[config.mk]
export PLATFORM = sky130hd
export DESIGN_NAME = motor_regs_top
export DESIGN_NICKNAME = d
export VERILOG_FILES = /design/src/design/motor_regs_pkg.sv /design/src/design/reg_decoder.sv /design/src/design/motor_channel.sv /design/src/design/angle_tracker.sv /design/src/design/reg_read_mux.sv /design/src/design/motor_regs_top.sv
export VERILOG_INCLUDE_DIRS = /design/src /design/src/design
export SDC_FILE = /design/constraint.sdc
export NUM_CORES = 1
export LEC_CHECK = 0
export ABC_AREA = 1
export BUFFER_PORTS_ARGS = -buffer_cell sky130_fd_sc_hd__buf_2
export CORE_UTILIZATION = 53
export CTS_CLUSTER_DIAMETER = 40
export DETAILED_ROUTE_END_ITERATION = 10
export GPL_TIMING_DRIVEN = 0
export PLACE_DENSITY = 0.91
export RECOVER_POWER = 25
export SYNTH_ARGS = -nofsm -noshare
export SYNTH_HDL_FRONTEND = slang
export SYNTH_HIERARCHICAL = 1
export SYNTH_SLANG_ARGS = --single-unit
[constraint.sdc]
create_clock -name clock -period 2.56 [get_ports clock]
set_input_delay 0.512 -clock clock [delete_from_list [all_inputs] [get_ports clock]]
set_output_delay 0.512 -clock clock [all_outputs]
set_load 0.1 [all_outputs]
[src/design/motor_regs_cfg.svh]
// ============================
// Motor register block config
// Widths, channel counts, address map and command bits
// ============================
`ifndef MOTOR_REGS_CFG_SVH
`define MOTOR_REGS_CFG_SVH

// Bus and register widths
`define MR_ADDR_W 6
`define MR_DATA_W 8

// Channel counts, drive motors come first in channel order
`define MR_NUM_DRIVE 4
`define MR_NUM_ROT 4
`define MR_NUM_CH (`MR_NUM_DRIVE + `MR_NUM_ROT)

// Motor side widths
`define MR_ANGLE_W 12       // Absolute angle from encoder
`define MR_TEMP_W 7         // ADC temperature

// Broadcast writes
`define MR_ADDR_BCAST_ALL 6'h01     // Every control register
`define MR_ADDR_BCAST_ROT 6'h02     // Rotation controls only
`define MR_ADDR_BCAST_DRIVE 6'h03   // Drive controls only

// Drive block, control then status per motor
`define MR_ADDR_DRIVE_BASE 6'h04
`define MR_DRIVE_STRIDE 2
`define MR_DRIVE_OFS_STATUS 1

// Rotation block, five addresses per motor
`define MR_ADDR_ROT_BASE 6'h0C
`define MR_ROT_STRIDE 5
`define MR_ROT_OFS_CTRL 0
`define MR_ROT_OFS_STATUS 1
`define MR_ROT_OFS_TARGET 2     // Target angle low byte
`define MR_ROT_OFS_CUR_LO 3
`define MR_ROT_OFS_CUR_HI 4     // Also the command address on write

// Command write bits
`define MR_ABORT_BIT 4
`define MR_UPDATE_BIT 5

`endif

[src/design/motor_regs_pkg.sv]
// ============================
// Motor register types
// Bus, control, status and angle structs
// ============================
`include "motor_regs_cfg.svh"

package motor_regs_pkg;

    // Host register bus, plain strobes
    typedef struct packed {
        logic [`MR_ADDR_W-1:0] address;
        logic                  write_en;
        logic [`MR_DATA_W-1:0] wr_data;
        logic                  read_en;
    } host_bus_t;

    // Drive motor control byte
    typedef struct packed {
        logic                    brake;     // Bit 7
        logic                    enable;
        logic                    direction;
        logic [`MR_DATA_W-4:0]   pwm;       // 5 bit duty
    } drive_ctrl_t;

    // Rotation motor control byte
    typedef struct packed {
        logic                               brake;
        logic                               enable;
        logic                               direction;
        logic                               spare;      // Stored, no function
        logic [`MR_ANGLE_W-`MR_DATA_W-1:0]  target_hi;  // Target angle bits 11:8
    } rot_ctrl_t;

    // Raw status inputs from one motor
    typedef struct packed {
        logic                  fault;
        logic                  startup_fail;    // Stalled at startup
        logic [`MR_TEMP_W-1:0] adc_temp;
    } motor_status_t;

    // Feedback from a rotation loop
    typedef struct packed {
        logic [`MR_ANGLE_W-1:0] current_angle;
        logic                   angle_done;     // Arrived at target
    } angle_fb_t;

    // Command to a rotation loop
    typedef struct packed {
        logic [`MR_ANGLE_W-1:0] target_angle;
        logic                   update;     // One cycle, start move
        logic                   abort;      // One cycle, stop move
    } angle_cmd_t;

endpackage

[src/design/reg_decoder.sv]
// ============================
// Register write decoder
// Bus writes to per-channel strobes, with broadcasts
// ============================
`include "motor_regs_cfg.svh"

module reg_decoder (
    input  logic                          clock,
    input  logic                          rst,
    input  motor_regs_pkg::host_bus_t     bus,
    output logic [`MR_NUM_CH-1:0]         ctrl_we,     // Drive channels low, rotation high
    output logic [`MR_NUM_ROT-1:0]        target_we,
    output logic [`MR_NUM_ROT-1:0]        cmd_we
);

    logic bcast_all;
    logic bcast_rot;
    logic bcast_drive;

    assign bcast_all   = (bus.address == `MR_ADDR_BCAST_ALL);
    assign bcast_rot   = (bus.address == `MR_ADDR_BCAST_ROT);
    assign bcast_drive = (bus.address == `MR_ADDR_BCAST_DRIVE);

    always_comb begin
        ctrl_we   = '0;
        target_we = '0;
        cmd_we    = '0;
        // Drive controls, own address or all/drive broadcast
        for (int n = 0; n < `MR_NUM_DRIVE; n++) begin
            ctrl_we[n] = bus.write_en &
                ((bus.address == `MR_ADDR_W'(`MR_ADDR_DRIVE_BASE + `MR_DRIVE_STRIDE * n)) |
                 bcast_all | bcast_drive);
        end
        // Rotation block, control plus target and command addresses
        for (int n = 0; n < `MR_NUM_ROT; n++) begin
            ctrl_we[`MR_NUM_DRIVE + n] = bus.write_en &
                ((bus.address == `MR_ADDR_W'(`MR_ADDR_ROT_BASE + `MR_ROT_STRIDE * n +
                                             `MR_ROT_OFS_CTRL)) |
                 bcast_all | bcast_rot);
            target_we[n] = bus.write_en &
                (bus.address == `MR_ADDR_W'(`MR_ADDR_ROT_BASE + `MR_ROT_STRIDE * n +
                                            `MR_ROT_OFS_TARGET));
            cmd_we[n] = bus.write_en &
                (bus.address == `MR_ADDR_W'(`MR_ADDR_ROT_BASE + `MR_ROT_STRIDE * n +
                                            `MR_ROT_OFS_CUR_HI));
        end
    end

    // Single address writes never hit two control registers
    a_ctrl_onehot: assert property (@(posedge clock) disable iff (rst)
        !(bcast_all | bcast_rot | bcast_drive) |-> $onehot0(ctrl_we));

endmodule

[src/design/motor_channel.sv]
// ============================
// Motor channel
// Control register and sampled status byte
// ============================
`include "motor_regs_cfg.svh"

module motor_channel #(
    parameter type ctrl_t = logic [`MR_DATA_W-1:0]  // Drive or rotation layout
) (
    input  logic                          clock,
    input  logic                          rst,
    input  logic                          we,          // Own address or broadcast
    input  logic [`MR_DATA_W-1:0]         wr_data,
    input  motor_regs_pkg::motor_status_t status_in,
    output ctrl_t                         ctrl,
    output logic [`MR_DATA_W-1:0]         ctrl_byte,
    output logic [`MR_DATA_W-1:0]         status_byte
);

    // Control byte, cleared on reset
    always_ff @(posedge clock) begin
        if (rst) begin
            ctrl <= '0;
        end else if (we) begin
            ctrl <= ctrl_t'(wr_data);
        end
    end

    assign ctrl_byte = ctrl;    // Readback of the raw byte

    // Status sampled every cycle
    // Top temperature bit does not fit
    always_ff @(posedge clock) begin
        status_byte <= {status_in.fault,
                        status_in.startup_fail,
                        status_in.adc_temp[`MR_DATA_W-3:0]};
    end

    // Outputs to motor driver stay defined once out of reset
    a_ctrl_known: assert property (@(posedge clock) disable iff (rst)
        !$isunknown(ctrl));

endmodule

[src/design/angle_tracker.sv]
// ============================
// Rotation angle tracker
// Target angle, feedback capture, update/abort pulses
// ============================
`include "motor_regs_cfg.svh"

module angle_tracker (
    input  logic                                 clock,
    input  logic                                 rst,
    input  logic                                 target_we,
    input  logic                                 cmd_we,
    input  logic [`MR_DATA_W-1:0]                wr_data,
    input  logic [`MR_ANGLE_W-`MR_DATA_W-1:0]    target_hi,  // From rotation control byte
    input  motor_regs_pkg::angle_fb_t            fb,
    output motor_regs_pkg::angle_cmd_t           cmd,
    output logic [`MR_DATA_W-1:0]                target_lo_byte,
    output logic [`MR_DATA_W-1:0]                cur_lo_byte,
    output logic [`MR_DATA_W-1:0]                cur_hi_byte
);

    logic update_q;
    logic abort_q;

    // Target low byte
    always_ff @(posedge clock) begin
        if (rst) begin
            target_lo_byte <= '0;
        end else if (target_we) begin
            target_lo_byte <= wr_data;
        end
    end

    // Pulses, one cycle per command write
    // Back to back writes give back to back pulses
    always_ff @(posedge clock) begin
        if (rst) begin
            update_q <= 1'b0;
            abort_q  <= 1'b0;
        end else begin
            update_q <= cmd_we & wr_data[`MR_UPDATE_BIT];
            abort_q  <= cmd_we & wr_data[`MR_ABORT_BIT];
        end
    end

    // Feedback capture every cycle
    always_ff @(posedge clock) begin
        cur_lo_byte <= fb.current_angle[`MR_DATA_W-1:0];
        cur_hi_byte <= {fb.angle_done, 3'b000,
                        fb.current_angle[`MR_ANGLE_W-1:`MR_DATA_W]};   // Done, pad, top nibble
    end

    assign cmd.target_angle = {target_hi, target_lo_byte};   // High nibble lives in control
    assign cmd.update       = update_q;
    assign cmd.abort        = abort_q;

    // No pulse without the matching command write a cycle earlier
    a_update_src: assert property (@(posedge clock) disable iff (rst)
        cmd.update |-> $past(cmd_we & wr_data[`MR_UPDATE_BIT]));
    a_abort_src: assert property (@(posedge clock) disable iff (rst)
        cmd.abort |-> $past(cmd_we & wr_data[`MR_ABORT_BIT]));

endmodule

[src/design/reg_read_mux.sv]
// ============================
// Register read mux
// Address to byte select, registered onto rd_data
// ============================
`include "motor_regs_cfg.svh"

module reg_read_mux (
    input  logic                                    clock,
    input  logic                                    rst,
    input  motor_regs_pkg::host_bus_t               bus,
    input  logic [`MR_NUM_CH-1:0][`MR_DATA_W-1:0]   ctrl_bytes,
    input  logic [`MR_NUM_CH-1:0][`MR_DATA_W-1:0]   status_bytes,
    input  logic [`MR_NUM_ROT-1:0][`MR_DATA_W-1:0]  target_lo,
    input  logic [`MR_NUM_ROT-1:0][`MR_DATA_W-1:0]  cur_lo,
    input  logic [`MR_NUM_ROT-1:0][`MR_DATA_W-1:0]  cur_hi,
    output logic [`MR_DATA_W-1:0]                   rd_data
);

    logic [`MR_DATA_W-1:0] rd_next;
    logic [`MR_ADDR_W-1:0] rot_base;   // First address of rotation motor n

    always_comb begin
        rd_next  = '0;   // Reserved, broadcast and unmapped read as zero
        rot_base = '0;
        for (int n = 0; n < `MR_NUM_DRIVE; n++) begin
            if (bus.address == `MR_ADDR_W'(`MR_ADDR_DRIVE_BASE + `MR_DRIVE_STRIDE * n))
                rd_next = ctrl_bytes[n];
            if (bus.address == `MR_ADDR_W'(`MR_ADDR_DRIVE_BASE + `MR_DRIVE_STRIDE * n +
                                           `MR_DRIVE_OFS_STATUS))
                rd_next = status_bytes[n];
        end
        for (int n = 0; n < `MR_NUM_ROT; n++) begin
            rot_base = `MR_ADDR_W'(`MR_ADDR_ROT_BASE + `MR_ROT_STRIDE * n);
            if (bus.address == rot_base + `MR_ADDR_W'(`MR_ROT_OFS_CTRL))
                rd_next = ctrl_bytes[`MR_NUM_DRIVE + n];
            if (bus.address == rot_base + `MR_ADDR_W'(`MR_ROT_OFS_STATUS))
                rd_next = status_bytes[`MR_NUM_DRIVE + n];
            if (bus.address == rot_base + `MR_ADDR_W'(`MR_ROT_OFS_TARGET))
                rd_next = target_lo[n];
            if (bus.address == rot_base + `MR_ADDR_W'(`MR_ROT_OFS_CUR_LO))
                rd_next = cur_lo[n];
            if (bus.address == rot_base + `MR_ADDR_W'(`MR_ROT_OFS_CUR_HI))
                rd_next = cur_hi[n];
        end
    end

    // Holds between reads, old value on same cycle write
    always_ff @(posedge clock) begin
        if (rst) begin
            rd_data <= '0;
        end else if (bus.read_en) begin
            rd_data <= rd_next;
        end
    end

    // Every mapped source must be defined by the time it is read
    a_rd_known: assert property (@(posedge clock) disable iff (rst)
        !$isunknown(rd_data));

endmodule

[src/design/motor_regs_top.sv]
// ============================
// Swerve drive register block
// Host bus to eight motor channels
// ============================
`include "motor_regs_cfg.svh"

module motor_regs_top (
    input  logic                          clock,
    input  logic                          rst,
    input  motor_regs_pkg::host_bus_t     bus,
    output logic [`MR_DATA_W-1:0]         rd_data,
    input  motor_regs_pkg::motor_status_t motor_status [`MR_NUM_CH],  // Drive first
    input  motor_regs_pkg::angle_fb_t     angle_fb [`MR_NUM_ROT],
    output motor_regs_pkg::drive_ctrl_t   drive_ctrl [`MR_NUM_DRIVE],
    output motor_regs_pkg::rot_ctrl_t     rot_ctrl [`MR_NUM_ROT],
    output motor_regs_pkg::angle_cmd_t    angle_cmd [`MR_NUM_ROT]
);

    logic [`MR_NUM_CH-1:0]                   ctrl_we;
    logic [`MR_NUM_ROT-1:0]                  target_we;
    logic [`MR_NUM_ROT-1:0]                  cmd_we;
    logic [`MR_NUM_CH-1:0][`MR_DATA_W-1:0]   ctrl_bytes;
    logic [`MR_NUM_CH-1:0][`MR_DATA_W-1:0]   status_bytes;
    logic [`MR_NUM_ROT-1:0][`MR_DATA_W-1:0]  target_lo;
    logic [`MR_NUM_ROT-1:0][`MR_DATA_W-1:0]  cur_lo;
    logic [`MR_NUM_ROT-1:0][`MR_DATA_W-1:0]  cur_hi;

    reg_decoder u_decoder (
        .clock     (clock),
        .rst       (rst),
        .bus       (bus),
        .ctrl_we   (ctrl_we),
        .target_we (target_we),
        .cmd_we    (cmd_we)
    );

    // Drive motors, channels 0..3
    for (genvar n = 0; n < `MR_NUM_DRIVE; n++) begin : g_drive
        motor_channel #(.ctrl_t(motor_regs_pkg::drive_ctrl_t)) u_chan (
            .clock       (clock),
            .rst         (rst),
            .we          (ctrl_we[n]),
            .wr_data     (bus.wr_data),
            .status_in   (motor_status[n]),
            .ctrl        (drive_ctrl[n]),
            .ctrl_byte   (ctrl_bytes[n]),
            .status_byte (status_bytes[n])
        );
    end

    // Rotation motors, channels 4..7
    for (genvar n = 0; n < `MR_NUM_ROT; n++) begin : g_rot
        motor_channel #(.ctrl_t(motor_regs_pkg::rot_ctrl_t)) u_chan (
            .clock       (clock),
            .rst         (rst),
            .we          (ctrl_we[`MR_NUM_DRIVE + n]),
            .wr_data     (bus.wr_data),
            .status_in   (motor_status[`MR_NUM_DRIVE + n]),
            .ctrl        (rot_ctrl[n]),
            .ctrl_byte   (ctrl_bytes[`MR_NUM_DRIVE + n]),
            .status_byte (status_bytes[`MR_NUM_DRIVE + n])
        );
    end

    // One tracker per rotation motor
    for (genvar n = 0; n < `MR_NUM_ROT; n++) begin : g_angle
        angle_tracker u_tracker (
            .clock          (clock),
            .rst            (rst),
            .target_we      (target_we[n]),
            .cmd_we         (cmd_we[n]),
            .wr_data        (bus.wr_data),
            .target_hi      (rot_ctrl[n].target_hi),   // Nibble from control byte
            .fb             (angle_fb[n]),
            .cmd            (angle_cmd[n]),
            .target_lo_byte (target_lo[n]),
            .cur_lo_byte    (cur_lo[n]),
            .cur_hi_byte    (cur_hi[n])
        );
    end

    reg_read_mux u_read_mux (
        .clock        (clock),
        .rst          (rst),
        .bus          (bus),
        .ctrl_bytes   (ctrl_bytes),
        .status_bytes (status_bytes),
        .target_lo    (target_lo),
        .cur_lo       (cur_lo),
        .cur_hi       (cur_hi),
        .rd_data      (rd_data)
    );

endmodule

## Yosys cells after proc, flatten, opt, wreduce, memory -nomap -nowiden

Index checks and enable logic that the tools add are counted.

- Flip-flop bits (word level): 228
- Input bits: 142
- Output and inout port bits: 128
- Logic and storage cells: 164

- Equal/unequal tests: 31
- Multiplexer cells: 28
- Bitwise gates (word level): 40

Operators with widths:

| operator | count |
|---|---|
| $mux W8 | 28 |
| $eq A6 B5 Y1 const B | 16 |
| $eq A6 B4 Y1 const B | 8 |
| $and A1 B1 Y1 | 24 |
| $eq A6 B3 Y1 const B | 4 |
| $or A1 B1 Y1 | 16 |
| $eq A6 B2 Y1 const B | 2 |
| $eq A6 B1 Y1 const B | 1 |

## Longest topological paths before layout

- Depth in word-level cells: 29
- Mapped depth: 22
- Gate-level depth less buffers: 22

## Cells and area by module

Netlist, hierarchy kept.

By module, submodules not included:

| module | instances | cells an instance | area an instance (µm²) | sequential area each (µm²) |
|---|---|---|---|---|
| motor_channel | 8 | 67 | 561.8 | 320.3 |
| angle_tracker | 4 | 87 | 787.0 | 460.4 |
| reg_read_mux | 1 | 534 | 2461.1 | 160.2 |
| reg_decoder | 1 | 51 | 234.0 | 0.0 |

## Least setup slack after synthesis

Ideal clock, no wire load.

- Path kind: register to register
- Start point: register g_drive[0].u_chan/ctrl[3] in the netlist's numbering
- End point: register u_read_mux.rd_data[3]
- Library setup time: 0.070 ns
- Arrival time: 2.156 ns
- Setup slack: 0.334 ns
- Stages on the path, launching flop included: 20
- Path buffers: 1
- Path through: dfxtp_1 > buf_4 > nand4_1 > nand3_1 > nor2_1 > nand4_1 > nand2_1 > nand3_1 > nand2_1 > nand4_1 > nor2_1 > nand4_1 > nand2_1 > nand3_1 > nand2_1 > nand4_1 > nand2_1 > nand2_1 > nand2_1 > a21oi_1

- Cells in the longest elaborated chain, start to end: 28

RTL lines:

| what | RTL line | source |
|---|---|---|
| start, declared | motor_channel.sv:15 | `output ctrl_t ctrl,` |
| start signal, assigned | motor_channel.sv:25 | `ctrl <= ctrl_t'(wr_data);` |
| $mux W8 | reg_read_mux.sv:26 | `` if (bus.address == `MR_ADDR_W'(`MR_ADDR_DRIVE_BASE + `MR_DRIVE_STRIDE * n)) `` |
| $mux W8 | reg_read_mux.sv:28 | `` if (bus.address == `MR_ADDR_W'(`MR_ADDR_DRIVE_BASE + `MR_DRIVE_STRIDE * n + `` |
| $mux W8 | reg_read_mux.sv:26 |  |
| $mux W8 | reg_read_mux.sv:28 |  |
| $mux W8 | reg_read_mux.sv:26 |  |
| $mux W8 | reg_read_mux.sv:28 |  |
| $mux W8 | reg_read_mux.sv:26 |  |
| $mux W8 | reg_read_mux.sv:28 |  |
| [12 not listed] | n/a |  |
| $mux W8 | reg_read_mux.sv:38 | `` if (bus.address == rot_base + `MR_ADDR_W'(`MR_ROT_OFS_TARGET)) `` |
| $mux W8 | reg_read_mux.sv:40 | `` if (bus.address == rot_base + `MR_ADDR_W'(`MR_ROT_OFS_CUR_LO)) `` |
| $mux W8 | reg_read_mux.sv:42 | `` if (bus.address == rot_base + `MR_ADDR_W'(`MR_ROT_OFS_CUR_HI)) `` |
| $mux W8 | reg_read_mux.sv:34 | `` if (bus.address == rot_base + `MR_ADDR_W'(`MR_ROT_OFS_CTRL)) `` |
| $mux W8 | reg_read_mux.sv:36 | `` if (bus.address == rot_base + `MR_ADDR_W'(`MR_ROT_OFS_STATUS)) `` |
| $mux W8 | reg_read_mux.sv:38 |  |
| $mux W8 | reg_read_mux.sv:40 |  |
| $mux W8 | reg_read_mux.sv:42 |  |
| end signal, assigned | reg_read_mux.sv:52 | `rd_data <= rd_next;` |
| end, declared | reg_read_mux.sv:16 | `` output logic [`MR_DATA_W-1:0] rd_data `` |

No other way between the ends.
A chain may end at the register's enable or synchronous reset.

## Worst setup path in the final report

- Start point: register g_drive[1].u_chan/ctrl[3] in the netlist's numbering
- End point: register u_read_mux.rd_data[3]

- Cells in the longest elaborated chain, start to end: 26

RTL lines:

| what | RTL line |
|---|---|
| start, declared | motor_channel.sv:15 |
| start signal, assigned | motor_channel.sv:25 |
| $mux W8 | reg_read_mux.sv:26 |
| $mux W8 | reg_read_mux.sv:28 |
| $mux W8 | reg_read_mux.sv:26 |
| $mux W8 | reg_read_mux.sv:28 |
| $mux W8 | reg_read_mux.sv:26 |
| $mux W8 | reg_read_mux.sv:28 |
| $mux W8 | reg_read_mux.sv:34 |
| $mux W8 | reg_read_mux.sv:36 |
| [10 not listed] | n/a |
| $mux W8 | reg_read_mux.sv:38 |
| $mux W8 | reg_read_mux.sv:40 |
| $mux W8 | reg_read_mux.sv:42 |
| $mux W8 | reg_read_mux.sv:34 |
| $mux W8 | reg_read_mux.sv:36 |
| $mux W8 | reg_read_mux.sv:38 |
| $mux W8 | reg_read_mux.sv:40 |
| $mux W8 | reg_read_mux.sv:42 |

No other way between the ends.

==> results.py <==
metrics = {
    "run_status": {
        "status": "finished, final reports clean",
    },
    "sta": {
        "fin_crit_sh": 0.9774,
        "slew_violations": 0,
        "fin_crit_ns": 2.502,
        "setup_violations": 0,
        "finalHoldViolations": 0,
        "clock_skew_ns": 0.005944,
        "rsz0062_at_grt": "yes",
        "maxSlewHeadroom": 0.3546,
        "fmax_mhz": 399.6,
        "tightest_slew_ns": 0.9606,
        "fin_ws_ns": 0.05774,
    },
    "global_route": {
        "track_usage": 0.2949,
        "grt_pass1_vias": 9333,
        "grt_remaining_overflow": 0,
        "antenna_found_initial": 1,
        "grt_max_degree": 22,
        "grt_pass1_wl_um": 46250,
    },
    "yosys": {
        "synth_top_cells_by_count": "416 x nand2_1, 257 x nor2_1, 228 x dfxtp_1, 197 x inv_1, 132 x buf_4",
        "synth-simple-area-share": 0.3339,
        "yosys.area.top_type_share": 0.4415,
        "synth.area.mux_share": 0,
        "synth.area.top_cells": "dfxtp_1 44%, nand2_1 15%, buf_4 9.6%",
        "yosys.cell_types.count": 28,
        "synth.yosys.seq_area_share": 0.4415,
        "synth_edf_count": 0,
        "synth.most_common_cell": "nand2_1",
        "netlist_area_mm2": 0.01034,
        "synth_top_family_by_area": "simple AND/OR/NAND/NOR gates",
        "syn_area_per_cell_um2": 7.037,
        "synth-xor-area-share": 0,
        "yosys.area_share.adder": 0,
        "ys.flop_type": "dfxtp_1",
        "ys_warn_count": 6,
        "synth_top_area_cell": "dfxtp_1",
        "synth_compound_area_frac": 0.02590,
        "syn-instance-count": 1469,
        "synthArstFlopShare": 0,
        "ys_ff_latch": 228,
    },
    "finish": {
        "diodes": 0,
        "design_area_mm2": 0.01328,
        "drive_gt1_frac": 0.3222,
        "syn2layout_area_growth_pct": 28.50,
        "fin_util": 0.7031,
        "nets": 1924,
    },
    "clocking": {
        "clkSinkCount": 228,
        "cts_made_buffers": 30,
        "clkLatencyLatePin_ns": 0.54,
        "cts_tree": "yes",
        "htree_levels": 1,
        "cts_root_buffer": "clkbuf_16",
        "clockBufferDepth": 3,
        "clk_pin_slew_worst_paths_ns": 0.06,
        "holdBufCountCts": 0,
    },
    "placement": {
        "place_ws_ns": -0.7092,
        "io_buffers": 261,
        "placed_area_mm2": 0.01200,
        "gp_congestion": 0.8947,
        "post-dp-hpwl_um": 22010,
    },
    "critical_path": {
        "cp_num_buf_inv": 1,
        "worst_path_max_delay_cell": "dfxtp_1",
        "crit_chain": "buf_4, nand3_1, nand3_1, nor2_1, nand4_1, nand2_1, nand3_1, nand2_1, nand4_1, nor2_1, nand4_1, nand2_1, nand3_1, nand2_1, nand4_1, nand2_1, nand2_1, nand2_1, a21oi_1",
        "crit_path_frequent_cell": "nand2_1",
        "crit_family": "simple AND/OR/NAND/NOR gates",
        "crit_required_ns": 2.97,
        "worstPathArrival_ns": 2.91,
        "max_stage_delay_ns": 0.34,
        "crit_path_max_fanout": 3,
        "worstSetupPathType": "reg -> reg",
        "cp-start-kind": "register",
        "crit_path_end_kind": "register",
    },
    "route": {
        "drt_first_pass_iters": 8,
        "drt-met1-wl_um": 12310,
        "wl_um": 30730,
        "dr_wl_met3_um": 2615,
        "top_layer_used": "met5",
        "drt-initial-drc-count": 711,
        "wl_met2_um": 14810,
        "postRouteAntennaNets": 0,
        "drc": 0,
        "routedWlPerCell_um": 14.90,
        "viasPerCell": 4.798,
        "vias": 9899,
    },
    "floorplan": {
        "io_pins": 270,
        "die-area_mm2": 0.02007,
        "rows": 50,
        "core-area_mm2": 0.01889,
        "initial_utilization": 0.5472,
        "fp.dieH_um": 141.7,
        "fp.dieW_um": 141.7,
    },
    "pwr": {
        "power_density_mw_per_mm2": 650.6,
        "ir_drop_mv": 0.5179,
        "power_mw": 8.642,
        "leakage_nw": 6.945,
    },
    "flow_run": {
        "cap_viol_max_count": 0,
    },
    "hold_path": {
        "hp-class": "in -> reg",
    },
}
==> metal layers <==
metal,up-vias,track usage
met2,458,0.5115
met4,2,0.1109
met5,-,0
li1,4899,-
met3,74,0.05974
met1,4466,0.3597
==> cell type report <==
cell class                      count  area, um2
Tap cell                          260      325.3
Fill cell                        1469       5609
Clock inverter                     14      125.1
Timing Repair Buffer              275       1445
Inverter                          202      773.2
Multi-Input combinational cell    887       3923
Clock buffer                       39      855.8
Sequential cell                   228       4567
Buffer                            158       1270
==> final timing paths <==
kind / start / endpoint / slack (ns) / cells past startpoint
max: g_drive[1].u_chan/ctrl[3] / u_read_mux/rd_data[3] / 0.06 / 19
max reg2reg: g_drive[1].u_chan/ctrl[3] / u_read_mux/rd_data[3] / 0.06 / 19
min reg2reg: u_read_mux/rd_data[0] / u_read_mux/rd_data[0] / 0.46 / 2
min: angle_fb[7] / g_angle[3].u_tracker/cur_lo_byte[6] / 0.07 / 1
==> cell usage in the layout (no fill, tap or decap), types with 12 or more instances in the layout <==
cell type | synthesis | final
nor2_2 | 21 | 31
buf_6 | 24 | 28
clkbuf_16 | 0 | 31
or2_2 | 14 | 14
inv_1 | 197 | 194
nor2_4 | 5 | 13
dfxtp_1 | 228 | 226
nand3_1 | 26 | 24
buf_4 | 132 | 145
conb_1 | 4 | 12
nand4_1 | 44 | 44
nor2_1 | 257 | 239
nand2_2 | 14 | 22
nor3_1 | 15 | 15
a21oi_1 | 40 | 39
buf_2 | 1 | 255
o21ai_0 | 12 | 12
nand2_1 | 416 | 404
==> what timing repair did <==
action	4_1_cts	5_1_grt
setup buffers	0	14
pin swaps	1	24
setup endpoints to repair	5	8
resized for setup	3	74
==> logic make-up (layout without fill, tap and decap cells) <==
kind of cell    count (synthesis)  in the layout
flops                         228            228
compound gates                 53             53
buf+inv                       362            688
other cells                     4             12
simple gates                  822            822
==> metrics by stage <==
step	hold WS (ns)	instances	setup TNS, ns
CTS	0.05399	2051	-0.01981
finish	0.06721	2063	0
global placement	0.4580	1998	-4.136
detailed placement	0.4529	1998	-4.513
floorplan	0.5067	1477	0
global route	0.05177	2063	-0.01417
==> worst reg2reg max path, cell delays in order, from the launching register on <==
cell and delay [ns]:
dfxtp_1 0.34, buf_4 0.14, nand3_1 0.07, nand3_1 0.15
nor2_1 0.15, nand4_1 0.15, nand2_1 0.13, nand3_1 0.08
nand2_1 0.08, nand4_1 0.17, nor2_1 0.17, nand4_1 0.11
nand2_1 0.11, nand3_1 0.07, nand2_1 0.10, nand4_1 0.12
nand2_1 0.08, nand2_1 0.04, nand2_1 0.05, a21oi_1 0.05
==> flip-flops by register name (all words and copies together) (netlist names) <==
register and flops:
g_angle.u_tracker/abort_q 4, g_angle.u_tracker/cur_hi_byte 20, g_angle.u_tracker/cur_lo_byte 32, g_angle.u_tracker/target_lo_byte 32, g_angle.u_tracker/update_q 4, g_drive.u_chan/ctrl 32
g_drive.u_chan/status_byte 32, g_rot.u_chan/ctrl 32, g_rot.u_chan/status_byte 32, u_read_mux/rd_data 8
==> power breakdown <==
| part | internal, mW | switching [mW] |
|---|---|---|
| logic | 0.263 | 0.626 |
| clock network | 2.45 | 1.57 |
| registers | 3.68 | 0.0534 |
| total | 6.40 | 2.25 |
(Power assumes the default switching activity.)
